[config.mk]
export PLATFORM = sky130hd
export DESIGN_NAME = axi_read_xbar
export DESIGN_NICKNAME = d
export VERILOG_FILES = /design/src/axi_pkg.sv /design/src/ar_arbiter.sv /design/src/ar_decoder.sv /design/src/axi_read_xbar.sv /design/src/r_return_router.sv
export SDC_FILE = /design/constraint.sdc
export NUM_CORES = 1
export LEC_CHECK = 0
export ABC_CLOCK_PERIOD_IN_PS = 3200
export BUFFER_PORTS_ARGS = -buffer_cell sky130_fd_sc_hd__buf_4
export CAP_MARGIN = 30
export CORE_AREA = 2 2 211 213
export CTS_CLUSTER_DIAMETER = 100
export CTS_CLUSTER_SIZE = 10
export DETAILED_ROUTE_END_ITERATION = 7
export DIE_AREA = 0 0 213 215
export PLACE_DENSITY = 0.3
export SETUP_SLACK_MARGIN = 0.2
export SKIP_LAST_GASP = 1
export SYNTH_ARGS = -nofsm -noshare
export SYNTH_HDL_FRONTEND = slang
export SYNTH_SLANG_ARGS = --single-unit
export TNS_END_PERCENT = 10
[constraint.sdc]
create_clock -name clk -period 3.2 [get_ports clk]
set_input_delay 0.8 -clock clk [delete_from_list [all_inputs] [get_ports clk]]
set_output_delay 0.8 -clock clk [all_outputs]
set_load 0.005 [all_outputs]
[src/axi_pkg.sv]
`default_nettype none

package axi_pkg;

  // Master-side field widths
  parameter int id_bits = 4;
  parameter int addr_bits = 32;
  parameter int len_bits = 4;
  parameter int size_bits = 3;
  parameter int data_bits = 32;
  parameter int resp_bits = 2;

  // Slave side carries one extra bit for the master index
  parameter int ids_bits = id_bits + 1;

  parameter int num_masters = 2;
  parameter int num_slaves = 4;

  // Address map by upper 16 bits
  parameter int page_lsb = 16;
  parameter logic [addr_bits-page_lsb-1:0] page_s0 = 16'h0000;
  parameter logic [addr_bits-page_lsb-1:0] page_s1 = 16'h0001;
  parameter logic [addr_bits-page_lsb-1:0] page_s2 = 16'h1000;

  typedef enum logic [1:0] {
    burst_fixed = 2'b00,
    burst_incr  = 2'b01,
    burst_wrap  = 2'b10
  } burst_e;

  typedef enum logic [1:0] {
    arb_free = 2'b00,
    arb_m0   = 2'b01,
    arb_m1   = 2'b10
  } arb_state_e;

  typedef logic [num_slaves-1:0] slave_sel_t;

  typedef struct packed {
    logic [id_bits-1:0]   id;
    logic [addr_bits-1:0] addr;
    logic [len_bits-1:0]  len;
    logic [size_bits-1:0] size;
    burst_e               burst;
  } ar_req_t;

  typedef struct packed {
    logic [ids_bits-1:0]  id;
    logic [addr_bits-1:0] addr;
    logic [len_bits-1:0]  len;
    logic [size_bits-1:0] size;
    burst_e               burst;
  } ar_sreq_t;

  typedef struct packed {
    logic [ids_bits-1:0]  id;
    logic [data_bits-1:0] data;
    logic [resp_bits-1:0] resp;
    logic                 last;
  } r_beat_t;

  typedef struct packed {
    logic [id_bits-1:0]   id;
    logic [data_bits-1:0] data;
    logic [resp_bits-1:0] resp;
    logic                 last;
  } r_mbeat_t;

  // Slave 3 takes everything outside the three mapped pages
  function automatic slave_sel_t addr_decode(input logic [addr_bits-1:0] addr);
    slave_sel_t sel;
    case (addr[addr_bits-1:page_lsb])
      page_s0: sel = 4'b0001;
      page_s1: sel = 4'b0010;
      page_s2: sel = 4'b0100;
      default: sel = 4'b1000;
    endcase
    return sel;
  endfunction

endpackage

`default_nettype wire

[src/ar_arbiter.sv]
`timescale 1ns/10ps
`default_nettype none

module ar_arbiter (
  input  wire logic                                          clk,
  input  wire logic                                          rstn,
  input  wire axi_pkg::ar_req_t [axi_pkg::num_masters-1:0]   m_ar,
  input  wire logic [axi_pkg::num_masters-1:0]               m_arvalid,
  output logic [axi_pkg::num_masters-1:0]                    m_arready,
  output axi_pkg::ar_sreq_t                                  g_ar,
  output logic                                               g_arvalid,
  input  wire logic                                          g_arready,
  input  wire logic [axi_pkg::num_masters-1:0]               m_done
);

  axi_pkg::arb_state_e state;
  axi_pkg::arb_state_e state_nxt;

  logic [axi_pkg::num_masters-1:0] m_lock;
  logic [axi_pkg::num_masters-1:0] elig;
  logic                            grant_idx;

  // A master with a read in flight does not compete
  assign elig = m_arvalid & ~m_lock;

  always_comb begin
    case (state)
      axi_pkg::arb_m0: grant_idx = 1'b0;
      axi_pkg::arb_m1: grant_idx = 1'b1;
      // Fixed priority, M0 first
      default: grant_idx = !elig[0];
    endcase
  end

  assign g_arvalid = elig[grant_idx];

  always_comb begin
    g_ar.id    = {grant_idx, m_ar[grant_idx].id};
    g_ar.addr  = m_ar[grant_idx].addr;
    g_ar.len   = m_ar[grant_idx].len;
    g_ar.size  = m_ar[grant_idx].size;
    g_ar.burst = m_ar[grant_idx].burst;
  end

  always_comb begin
    for (int m = 0; m < axi_pkg::num_masters; m++) begin
      m_arready[m] = (grant_idx == 1'(m)) && elig[m] && g_arready;
    end
  end

  // Grant is held while the request waits for the slave
  always_comb begin
    state_nxt = axi_pkg::arb_free;
    case (state)
      axi_pkg::arb_free: begin
        if (g_arvalid && !g_arready) begin
          state_nxt = grant_idx ? axi_pkg::arb_m1 : axi_pkg::arb_m0;
        end
      end
      axi_pkg::arb_m0, axi_pkg::arb_m1: begin
        if (g_arvalid && !g_arready) begin
          state_nxt = state;
        end
      end
      default: state_nxt = axi_pkg::arb_free;
    endcase
  end

  always_ff @(posedge clk or negedge rstn) begin
    if (!rstn) begin
      state <= axi_pkg::arb_free;
    end else begin
      state <= state_nxt;
    end
  end

  // One outstanding read per master
  always_ff @(posedge clk or negedge rstn) begin
    if (!rstn) begin
      m_lock <= '0;
    end else begin
      for (int m = 0; m < axi_pkg::num_masters; m++) begin
        if (m_done[m]) begin
          m_lock[m] <= 1'b0;
        end else if (m_arvalid[m] && m_arready[m]) begin
          m_lock[m] <= 1'b1;
        end
      end
    end
  end

endmodule

`default_nettype wire

[src/ar_decoder.sv]
`timescale 1ns/10ps
`default_nettype none

module ar_decoder (
  input  wire logic                                          clk,
  input  wire logic                                          rstn,
  input  wire axi_pkg::ar_sreq_t                             g_ar,
  input  wire logic                                          g_arvalid,
  output logic                                               g_arready,
  output axi_pkg::ar_sreq_t [axi_pkg::num_slaves-1:0]        s_ar,
  output logic [axi_pkg::num_slaves-1:0]                     s_arvalid,
  input  wire logic [axi_pkg::num_slaves-1:0]                s_arready,
  input  wire logic [axi_pkg::num_slaves-1:0]                s_done
);

  axi_pkg::slave_sel_t sel;
  logic [axi_pkg::num_slaves-1:0] s_lock;

  assign sel = axi_pkg::addr_decode(g_ar.addr);

  // Only the decoded slave sees the request
  always_comb begin
    for (int s = 0; s < axi_pkg::num_slaves; s++) begin
      if (sel[s]) begin
        s_ar[s] = g_ar;
      end else begin
        s_ar[s] = '0;
      end
      s_arvalid[s] = sel[s] && g_arvalid && !s_lock[s];
    end
  end

  // Busy slave looks not ready, so both sides agree on the handshake
  assign g_arready = |(sel & s_arready & ~s_lock);

  always_ff @(posedge clk or negedge rstn) begin
    if (!rstn) begin
      s_lock <= '0;
    end else begin
      for (int s = 0; s < axi_pkg::num_slaves; s++) begin
        if (s_done[s]) begin
          s_lock[s] <= 1'b0;
        end else if (s_arvalid[s] && s_arready[s]) begin
          s_lock[s] <= 1'b1;
        end
      end
    end
  end

endmodule

`default_nettype wire

[src/axi_read_xbar.sv]
`timescale 1ns/10ps
`default_nettype none

module axi_read_xbar (
  input  wire logic                                          clk,
  input  wire logic                                          rstn,
  // Masters
  input  wire axi_pkg::ar_req_t [axi_pkg::num_masters-1:0]   m_ar,
  input  wire logic [axi_pkg::num_masters-1:0]               m_arvalid,
  output logic [axi_pkg::num_masters-1:0]                    m_arready,
  output axi_pkg::r_mbeat_t [axi_pkg::num_masters-1:0]       m_r,
  output logic [axi_pkg::num_masters-1:0]                    m_rvalid,
  input  wire logic [axi_pkg::num_masters-1:0]               m_rready,
  // Slaves
  output axi_pkg::ar_sreq_t [axi_pkg::num_slaves-1:0]        s_ar,
  output logic [axi_pkg::num_slaves-1:0]                     s_arvalid,
  input  wire logic [axi_pkg::num_slaves-1:0]                s_arready,
  input  wire axi_pkg::r_beat_t [axi_pkg::num_slaves-1:0]    s_r,
  input  wire logic [axi_pkg::num_slaves-1:0]                s_rvalid,
  output logic [axi_pkg::num_slaves-1:0]                     s_rready
);

  axi_pkg::ar_sreq_t               g_ar;
  logic                            g_arvalid;
  logic                            g_arready;
  logic [axi_pkg::num_masters-1:0] m_done;
  logic [axi_pkg::num_slaves-1:0]  s_done;

  ar_arbiter i_ar_arbiter (
    .clk       (clk),
    .rstn      (rstn),
    .m_ar      (m_ar),
    .m_arvalid (m_arvalid),
    .m_arready (m_arready),
    .g_ar      (g_ar),
    .g_arvalid (g_arvalid),
    .g_arready (g_arready),
    .m_done    (m_done)
  );

  ar_decoder i_ar_decoder (
    .clk       (clk),
    .rstn      (rstn),
    .g_ar      (g_ar),
    .g_arvalid (g_arvalid),
    .g_arready (g_arready),
    .s_ar      (s_ar),
    .s_arvalid (s_arvalid),
    .s_arready (s_arready),
    .s_done    (s_done)
  );

  r_return_router i_r_return_router (
    .s_r      (s_r),
    .s_rvalid (s_rvalid),
    .s_rready (s_rready),
    .m_r      (m_r),
    .m_rvalid (m_rvalid),
    .m_rready (m_rready),
    .m_done   (m_done),
    .s_done   (s_done)
  );

endmodule

`default_nettype wire

[src/r_return_router.sv]
`timescale 1ns/10ps
`default_nettype none

module r_return_router (
  input  wire axi_pkg::r_beat_t [axi_pkg::num_slaves-1:0]    s_r,
  input  wire logic [axi_pkg::num_slaves-1:0]                s_rvalid,
  output logic [axi_pkg::num_slaves-1:0]                     s_rready,
  output axi_pkg::r_mbeat_t [axi_pkg::num_masters-1:0]       m_r,
  output logic [axi_pkg::num_masters-1:0]                    m_rvalid,
  input  wire logic [axi_pkg::num_masters-1:0]               m_rready,
  output logic [axi_pkg::num_masters-1:0]                    m_done,
  output logic [axi_pkg::num_slaves-1:0]                     s_done
);

  localparam int idx_bit = axi_pkg::ids_bits - 1;

  // At most one slave targets a master at a time, so a plain OR-select is enough
  always_comb begin
    for (int m = 0; m < axi_pkg::num_masters; m++) begin
      m_r[m] = '0;
      m_rvalid[m] = 1'b0;
      for (int s = 0; s < axi_pkg::num_slaves; s++) begin
        if (s_rvalid[s] && s_r[s].id[idx_bit] == 1'(m)) begin
          m_rvalid[m]  = 1'b1;
          m_r[m].id    = s_r[s].id[axi_pkg::id_bits-1:0];
          m_r[m].data  = s_r[s].data;
          m_r[m].resp  = s_r[s].resp;
          m_r[m].last  = s_r[s].last;
        end
      end
    end
  end

  // Ready comes back from the master named in the ID
  always_comb begin
    for (int s = 0; s < axi_pkg::num_slaves; s++) begin
      s_rready[s] = m_rready[s_r[s].id[idx_bit]];
      s_done[s] = s_rvalid[s] && s_rready[s] && s_r[s].last;
    end
  end

  always_comb begin
    for (int m = 0; m < axi_pkg::num_masters; m++) begin
      m_done[m] = m_rvalid[m] && m_rready[m] && m_r[m].last;
    end
  end

endmodule

`default_nettype wire

# ---- Word level (Yosys, flattened, before mapping)
# Cells that the tools add are included.
dict set report word_totals {
  input_bits 264
  wordCells 132
  out_inout_bits 274
  regBits 8
}
dict set report op_classes {
  magnitude_cmp 5
  n_mux 50
  reduce_logical 55
  n_bitwise 10
  eq_ne 5
}
# operator n
set ops {}
lappend ops {{$mux W39} 8}
lappend ops {{$mux W46} 4}
lappend ops {{$mux W45} 2}
lappend ops {{$logic_and A1 B1 Y1} 39}
lappend ops {{$mux W1} 30}
lappend ops {{$eq A16 B1 Y1 const B} 1}
lappend ops {{$eq A16 B13 Y1 const B} 1}
lappend ops {{$logic_not A16 Y1} 1}
lappend ops {{$pmux W4 S3} 1}
lappend ops {{$reduce_bool A2 Y1} 6}
lappend ops {{$lt A1 B2 Y1 const B} 5}
lappend ops {{$and A4 B4 Y4} 2}
lappend ops {{$logic_not A1 Y1} 6}
lappend ops {{$mux W2} 3}
lappend ops {{$not A1 Y1} 5}
lappend ops {{$not A4 Y4} 1}
lappend ops {{$pmux W2 S2} 1}
lappend ops {{$reduce_or A4 Y1} 1}
lappend ops {{$and A2 B2 Y2} 1}
lappend ops {{$eq A2 B1 Y1 const B} 1}
lappend ops {{$eq A2 B2 Y1 const B} 1}
lappend ops {{$logic_not A2 Y1} 1}
lappend ops {{$ne A2 B2 Y1 const B} 1}
lappend ops {{$not A2 Y2} 1}
lappend ops {{other kinds (2)} 2}

# ---- Logic depth before layout (Yosys ltp)
# Gate-level depths: netlist (run 1).
dict set report depth {
  depth_word 15
  mapped_depth 10
  mapped_depth_nobuf 10
}

# ---- Hierarchy
# From an unflattened synthesis (run 1), not the netlist that was laid out.
dict set report unflattened {
  hier_cells 803
  hier_area_um2 5424.0
}
# module cells_per_inst n_inst area_each_um2 seq_area_each_um2
set by_module_without_submodules {}
lappend by_module_without_submodules {r_return_router 489 1 2896.5 0.0}
lappend by_module_without_submodules {ar_decoder 234 1 1641.6 100.1}
lappend by_module_without_submodules {ar_arbiter 80 1 885.8 100.1}

# ---- Worst setup path after synthesis (run 1)
# No wires, ideal clock.
dict set report synth_path {
  path_type {input to output}
  startpoint {input port m_arvalid[0] (netlist bit)}
  endpoint {output port s_arvalid[0] (netlist bit)}
  required_time_ps 2400
  stages 7
  arrival_ps 2343
  n_path_buf 2
  path_slack_ps 57
  path_cell_list {or3b_4 -> and2_4 -> buf_6 -> or3_1 -> o22a_1 -> buf_4 -> nor3_2}
}
dict set report synth_via {
  elab_chain_cells 9
  word_cells_on_any_way 13
  cone_classes {2 x eq/ne; 6 x mux; 1 x bitwise; 4 x reduce/logical}
}
# item line
set synth_rtl {}
lappend synth_rtl {{start: declaration} axi_read_xbar.sv:9} ;# input wire logic [axi_pkg::num_masters-1:0] m_arvalid,
lappend synth_rtl {{$and A2 B2 Y2 (*)} ar_arbiter.sv:24} ;# assign elig = m_arvalid & ~m_lock;
lappend synth_rtl {{$logic_not A1 Y1} ar_arbiter.sv:31} ;# default: grant_idx = !elig[0];
lappend synth_rtl {{$pmux W1 S2} ar_arbiter.sv:27} ;# case (state)
lappend synth_rtl {{$mux W45 (2 in series)} -}
lappend synth_rtl {{$eq A16 B13 Y1 (tied with other cells)} axi_pkg.sv:72} ;# case (addr[addr_bits-1:page_lsb])
lappend synth_rtl {{$pmux W4 S3} axi_pkg.sv:72}
lappend synth_rtl {{$logic_and A1 B1 Y1 (*) (2 in series)} ar_decoder.sv:29} ;# s_arvalid[s] = sel[s] && g_arvalid && !s_lock[s];
lappend synth_rtl {{end: declaration} axi_read_xbar.sv:16} ;# output logic [axi_pkg::num_slaves-1:0] s_arvalid,
# Every way passes the cells marked *; elsewhere a longest branch is shown, timed or not. The select of a mux whose other input is x is not followed.

==> flow_summary.toml, run 1 <==
[status]
status = "finished, violations left"
failed_checks = "setup timing"

[timing]
tightest_slew_ps = 593.1
skew_ps = 0.6459
hold_ws_ps = 383.0
fmax_mhz = 292.5
final.setup.tns_ps = -18770
setup_viol = 126
grt_setup_unrepaired = "yes"
period_share = 1.068
relSlewSlack = 0.6046
min_period_ps = 3418
hold_viol_final = 0
fin_ws_ps = -218.5
slew_violations = 0

[grt]
grt_pass1_wl_mm = 52.92
grt-ovfl-total = 0
grt_pass1_vias = 7858
antenna_found_initial = 2
grt_max_degree = 59
grtUsageTotal = 0.1543

[flow_run]
max_cap_viol_count = 0

[die]
placement_rows = 77
die_h_um = 215
core_area_um2 = 43640
io_pins = 538
initial_utilization = 0.09911
die_width_um = 213
die_area_um2 = 45800

[drt]
wirelength_mm = 37.89
wl_per_cell_um = 20.09
first_iter_violations = 228
dr.pass1.iters = 4
ant_nets = 0
routed-via-count = 7618
vias_per_cell = 4.039
drc = 0

[setup_path]
crit_path_end_kind = "output port"
critPathRequiredTime_ps = 2400
startpoint = "m_ar[76]"
cp.arrival_ps = 2620
reg2reg_from = "i_ar_arbiter.state[0]$_DFFE_PN0P_"
start_kind = "input port"
crit_type = "in -> out"
cp_max_fo = 31

[placement]
io_buffer_count = 491
place_area_um2 = 9449
post-dp-hpwl_mm = 31.04
gp_congestion = 0.8055
dp_cells = 1869

[synthesis]
ys_ff_latch = 8
synthTopCellsByArea = "o21ai_0 18%, a221o_1 18%, nand2_1 12%"
yosysTopAreaCell = "o21ai_0"
syn_avg_cell_area_um2 = 5.806
ys_types = 47
seq_area_frac_synth = 0.04628
synth_cells = 745
synth_area_um2 = 4325
yosys.area.top_type_share = 0.1805
yosysWarnings = 0

[final_layout]
layout.nets = 1562
syn2layout_area_growth_pct = 136.0
drive_above_1_share = 0.5556
multiInputGateArea_um2 = 4091
stdcell_area_um2 = 10210
fin_cells = 1886
n_antenna_cell = 0
nFillCells = 4963
seqCellArea_um2 = 200.2

[power_and_ir_drop]
leakage_nw = 4.882
ir_drop_mv = 0.3032
p_per_area_nw_per_um2 = 369.4

[cts]
ctsHtreeMaxLevel = 1
clkTransAtPathRegs_ps = 40
worst_skew_pair.late_latency_ps = 230
max-clock-path-buffers = 2
cts_tree = "built"
root_buffer = "clkbuf_16"
cts_buffers = 3
cts_num_sinks = 8
cts_hold_buf = 0

[min_path]
hp-class = "in -> async"
==> cells in the mapped netlist, drive strengths merged <==
library cell and number:
o31ai 1, o21ai 156, a221o 76, o311ai 1, ha 2, dfrtp 8
a22o 4, nor2 131, or4b 2, a21oi 5, or2 2, clkbuf 57
nand3 8, or3b 1, a32oi 1, nand2 137, mux2i 29, and3 2
and2 4, conb 1, a31oi 5, a2111oi 1, a22oi 1, nor3b 2
nor2b 6, nor4b 1, inv 9, buf 60, nand2b 5, o22ai 1
nand3b 1, or3 2, nand4 2, nor4 6, o311a 1, nor3 5
mux2 4, o22a 3, a211oi 2
==> registers in the layout, indices dropped and copies added (netlist names) <==
name / count
i_ar_arbiter.state: 2
i_ar_decoder.s_lock: 4
i_ar_arbiter.m_lock: 2
==> repair_timing <==
action,CTS,global route
buffers inserted,8,1
pin swaps,9,19
gates cloned,4,1
gates resized for setup,68,57
hold endpoints to repair,0,0
endpoints found under the setup margin,162,210
==> critical path, stage by stage <==
cell,delay [ps]
buf_8,100
nor4_4,270
buf_4,150
nand4_1,170
or3_4,390
o22a_2,250
buf_12,180
nor2_2,150
buf_4,140
==> worst paths after layout <==
path,slack (ps),endpoint,cells after the start
worst min register to register,470,i_ar_arbiter.m_lock[1]$_DFFE_PN0P_,2
max in group asynchronous,2680,i_ar_arbiter.m_lock[1]$_DFFE_PN0P_,1
min in group clk,470,i_ar_arbiter.m_lock[1]$_DFFE_PN0P_,2
worst max-delay path,-220,s_ar[135],9
worst min-delay path,380,i_ar_decoder.s_lock[2]$_DFFE_PN0P_,1
worst max register to register,580,i_ar_decoder.s_lock[2]$_DFFE_PN0P_,11
==> final cells by class <==
class                           count  share of cell area
Sequential cell                     8             0.01962
Multi-Input combinational cell    656              0.4009
Inverter                            9            0.003310
Tap cell                          592             0.07258
Clock buffer                        3            0.007356
Timing Repair Buffer              618              0.4963
==> cell families (layout without fill, tap and decap cells) <==
logic type,after synthesis,count (layout),synth area share
AO/OA/AOI/OAI,258,258,0.4061
adder cells (fa/ha/maj),2,2,0.005784
buffers and inverters,126,630,0.1565
flip-flops,8,8,0.04628
multiplexers,33,33,0.07752
other,1,46,0.0008670
AND/OR/NAND/NOR,317,317,0.3069
==> layer usage <==
metal  GRT usage  routed length (um)  vias up
li1            -                   -     3687
met1      0.1605               13630     3533
met2      0.3066               20420      363
met3     0.03478                3031       31
met4     0.03473                 787        4
met5           0                  27        -
==> cells in the final DEF, fill, tap and decap left out, drive strengths merged, types with 3 or more instances in the layout <==
cell    netlist  routed
a221o        76      76
buf          60     617
nor4          6       6
conb          1      46
a31oi         5       5
nand3         8       8
nor2        131     131
dfrtp         8       8
a21oi         5       5
clkbuf       57       4
nand2       137     137
mux2i        29      29
a22o          4       4
mux2          4       4
nor3          5       5
o21ai       156     156
o22a          3       3
nor2b         6       6
inv           9       9
and2          4       4
nand2b        5       5
==> power breakdown <==
part | total [mW] | switching [mW] | internal (mW)
logic | 3.41 | 1.67 | 1.74
registers | 0.152 | 0.0248 | 0.127
clock network | 0.208 | 0.0470 | 0.161
total | 3.77 | 1.74 | 2.03
==> per-stage QoR <==
| stage | worst slack, ps | util | total power, mW |
|---|---|---|---|
| CTS | -222.7 | 0.2282 | 3.628 |
| global placement | -580.1 | 0.2165 | 3.361 |
| global route | -350.9 | 0.2339 | 4.054 |
| detailed placement | -556.4 | 0.2165 | 3.328 |
| finish | -218.5 | 0.2339 | 3.770 |
| floorplan | 87.03 | - | 1.410 |
(Power assumes the default switching activity.)
==> inputs of run 2 (changes only) <==
--- a/config.mk
+++ b/config.mk
@@ -5,15 +5,16 @@
 export SDC_FILE = /design/constraint.sdc
 export NUM_CORES = 1
 export LEC_CHECK = 0
+export ABC_AREA = 1
 export ABC_CLOCK_PERIOD_IN_PS = 3200
 export BUFFER_PORTS_ARGS = -buffer_cell sky130_fd_sc_hd__buf_4
 export CAP_MARGIN = 30
-export CORE_AREA = 2 2 211 213
+export CORE_AREA = 2 2 210 212
 export CTS_CLUSTER_DIAMETER = 100
 export CTS_CLUSTER_SIZE = 10
 export DETAILED_ROUTE_END_ITERATION = 7
-export DIE_AREA = 0 0 213 215
-export PLACE_DENSITY = 0.3
+export DIE_AREA = 0 0 212 214
+export PLACE_DENSITY = 0.31
 export SETUP_SLACK_MARGIN = 0.2
 export SKIP_LAST_GASP = 1
 export SYNTH_ARGS = -nofsm -noshare
==> run 2 against run 1 <==
The flow still finishes with violations (setup timing). Register-to-register slack improved by 60 ps. Count of clock-buffer cells in the layout did not move. First-iteration DRC count increased by 51%. Final area fell by 1.2%. Sequential power shrank 7%. Critical path depth is 9 higher. Final cell count is 7.2% higher. Clock skew grew 5.4 ps. Synthesized area up 7.3%.
==> flow_summary.toml, run 2 <==
[synthesis]
yosys.area.top_type_share = 0.1779
ys_ff_latch = 8
seq_area_frac_synth = 0.04314
synth_area_um2 = 4641
ys_types = 33
synth.most_common_cell = "nor2_1"
yosysWarnings = 0
dominantRegCellSynth = "dfrtp_1"
synth_common_cells = "220 x nor2_1, 144 x nand2_1, 83 x o21ai_0"
syn_avg_cell_area_um2 = 5.197
yosysTopAreaCell = "nor2_1"
synth_cells = 893
synth-async-reset-ratio = 1.000
synth_edf_count = 0
synthTopCellsByArea = "nor2_1 18%, o211ai_1 12%, nand2_1 12%"

[min_path]
hp-class = "in -> async"

[cts]
cts_hold_buf = 0
worst_skew_pair.late_latency_ps = 240
root_buffer = "clkbuf_16"
clkTransAtPathRegs_ps = 40
cts_buffers = 3
max-clock-path-buffers = 2
ctsHtreeMaxLevel = 1
cts_tree = "built"
cts_num_sinks = 8

[die]
io_pins = 538
core_area_um2 = 42890
placement_rows = 76
die_area_um2 = 45370
initial_utilization = 0.1082
die_width_um = 212
die_h_um = 214

[placement]
place_area_um2 = 9563
post-dp-hpwl_mm = 32.65
gp_congestion = 0.8193
dp_cells = 2000
pre_cts_ws_ps = -562.5
io_buffer_count = 491

[timing]
grt_setup_unrepaired = "yes"
min_period_ps = 3340
hold_ws_ps = 376.5
fmax_mhz = 299.4
setup_viol = 73
slew_violations = 0
final.setup.tns_ps = -4411
hold_viol_final = 0
skew_ps = 6.014
relSlewSlack = 0.5399
period_share = 1.044
fin_ws_ps = -140.2
tightest_slew_ps = 687.6

[setup_path]
path_common_cell = "nand2_2"
reg2reg_from = "i_ar_arbiter.state[0]$_DFFE_PN0P_"
crit_type = "reg -> out"
slowest_delay_ps = 370
path_delay_family = "simple AND/OR/NAND/NOR gates"
path_buf_inv = 6
crit_path_end_kind = "output port"
r2r_cells = 19
cp_max_fo = 8
path_cells = "inv_2 > ha_4 > inv_4 > nand3_4 > buf_8 > nand3_2 > nand2_2 > nor2_2 > nand2_2 > nor2_4 > buf_6 > nand3_2 > nor2_1 > nor2_1 > nand2_1 > nand2_2 > inv_2 > buf_6"
cp.arrival_ps = 2540
slowest_stage = "dfrtp_1"
startpoint = "i_ar_arbiter.state[0]$_DFFE_PN0P_"
reg2reg_to = "i_ar_arbiter.m_lock[1]$_DFFE_PN0P_"
start_kind = "flip-flop"
critPathRequiredTime_ps = 2400
reg2reg_slack_ps = 640

[drt]
routed-via-count = 8045
drc = 0
vias_per_cell = 3.979
dr.pass1.iters = 5
wirelength_mm = 40.19
ant_nets = 0
first_iter_violations = 345
wl_per_cell_um = 19.88

[grt]
grt-ovfl-total = 0
grt_max_degree = 78
grt_pass1_wl_mm = 55.19
grtUsageTotal = 0.1640
grt_pass1_vias = 7845
antenna_found_initial = 6

[power_and_ir_drop]
switching_power_mw = 2.083
sw_frac_of_total = 0.4718
p_seq_frac = 0.032
internal_power_mw = 2.332
total_power_mw = 4.415
clockPowerShare = 0.050
p_per_area_nw_per_um2 = 437.9
ir_drop_mv = 0.2137
leakage_nw = 5.204
combPwrFrac = 0.918

[final_layout]
regMostFlops = "i_ar_decoder.s_lock"
layout_common_cells = "586 x buf_4, 211 x nor2_1, 127 x nand2_1"
fin_cells = 2022
nFillCells = 4974
stdcell_area_um2 = 10080
drive_above_1_share = 0.4710
finalCoreUtilization = 0.2351
largest_reg_flops = 4
seqCellArea_um2 = 200.2
syn2layout_area_growth_pct = 117.3
layout.nets = 1701
reg.largest.list = "i_ar_decoder.s_lock x4, i_ar_arbiter.m_lock x2, i_ar_arbiter.state x2"
layout_commonest_cell = "buf_4"
multiInputGateArea_um2 = 3904

[status]
status = "finished, violations left"
failed_checks = "setup timing"

[flow_run]
max_cap_viol_count = 0
[run 2: cell count changes after synthesis, sizes merged, moves of 5 or more]
cell	previous run	this run
nand3	8	28
nand2b	5	0
nand2	137	151
nor2	131	223
o211ai	0	76
o21ai	156	83
nor4	6	0
nor2b	6	0
a31oi	5	73
inv	9	75
a221o	76	0
[run 2: worst max path at each step]
stage	to	slack, ps	cells past startpoint
3_3_place_gp	s_ar[96]	-530	13
5_1_grt	m_arready[0]	-310	18
4_1_cts	m_arready[0]	-140	18
2_1_floorplan	s_ar[139]	270	13
3_5_place_dp	s_ar[96]	-560	13
6_report	m_arready[0]	-140	18
[run 2: repair_timing]
item / in CTS / in global routing
setup buffers: 7 / 6
setup endpoints to repair: 135 / 142
pin swaps: 15 / 18
gates resized for setup: 43 / 25
cloned: 1 / 1
endpoints found under the hold margin: 0 / 0
[run 2: layout make-up]
| type | count | area share |
|---|---|---|
| timing repair buffer | 613 | 0.4837 |
| inverter | 75 | 0.02817 |
| sequential | 8 | 0.01986 |
| clock buffer | 3 | 0.007446 |
| multi-input combinational | 734 | 0.3872 |
| tap | 585 | 0.07260 |
| antenna | 4 | 0.0009928 |
[run 2: power by group through the flow]
stage               sequential (mW)  clock [mW]  combinational, mW
global route                  0.146       0.234               4.40
floorplan                     0.140           0               1.51
CTS                           0.142       0.230               4.02
detailed placement            0.142           0               3.76
global placement              0.142           0               3.78
finish                        0.142       0.219               4.05
[run 2: logic make-up after synthesis]
family,share of synthesized area
simple gates,0.3562
fa+ha+maj,0.005391
compound gates,0.3306
buf+inv,0.2014
mux,0.06255
other cells,0.0008081
flops,0.04314
[run 2: layer usage]
layer,share of wire,GRT usage
met1,0.37,0.1742
met2,0.53,0.3213
met3,0.087,0.04779
met4,0.0091,0.02089
met5,0.00067,0
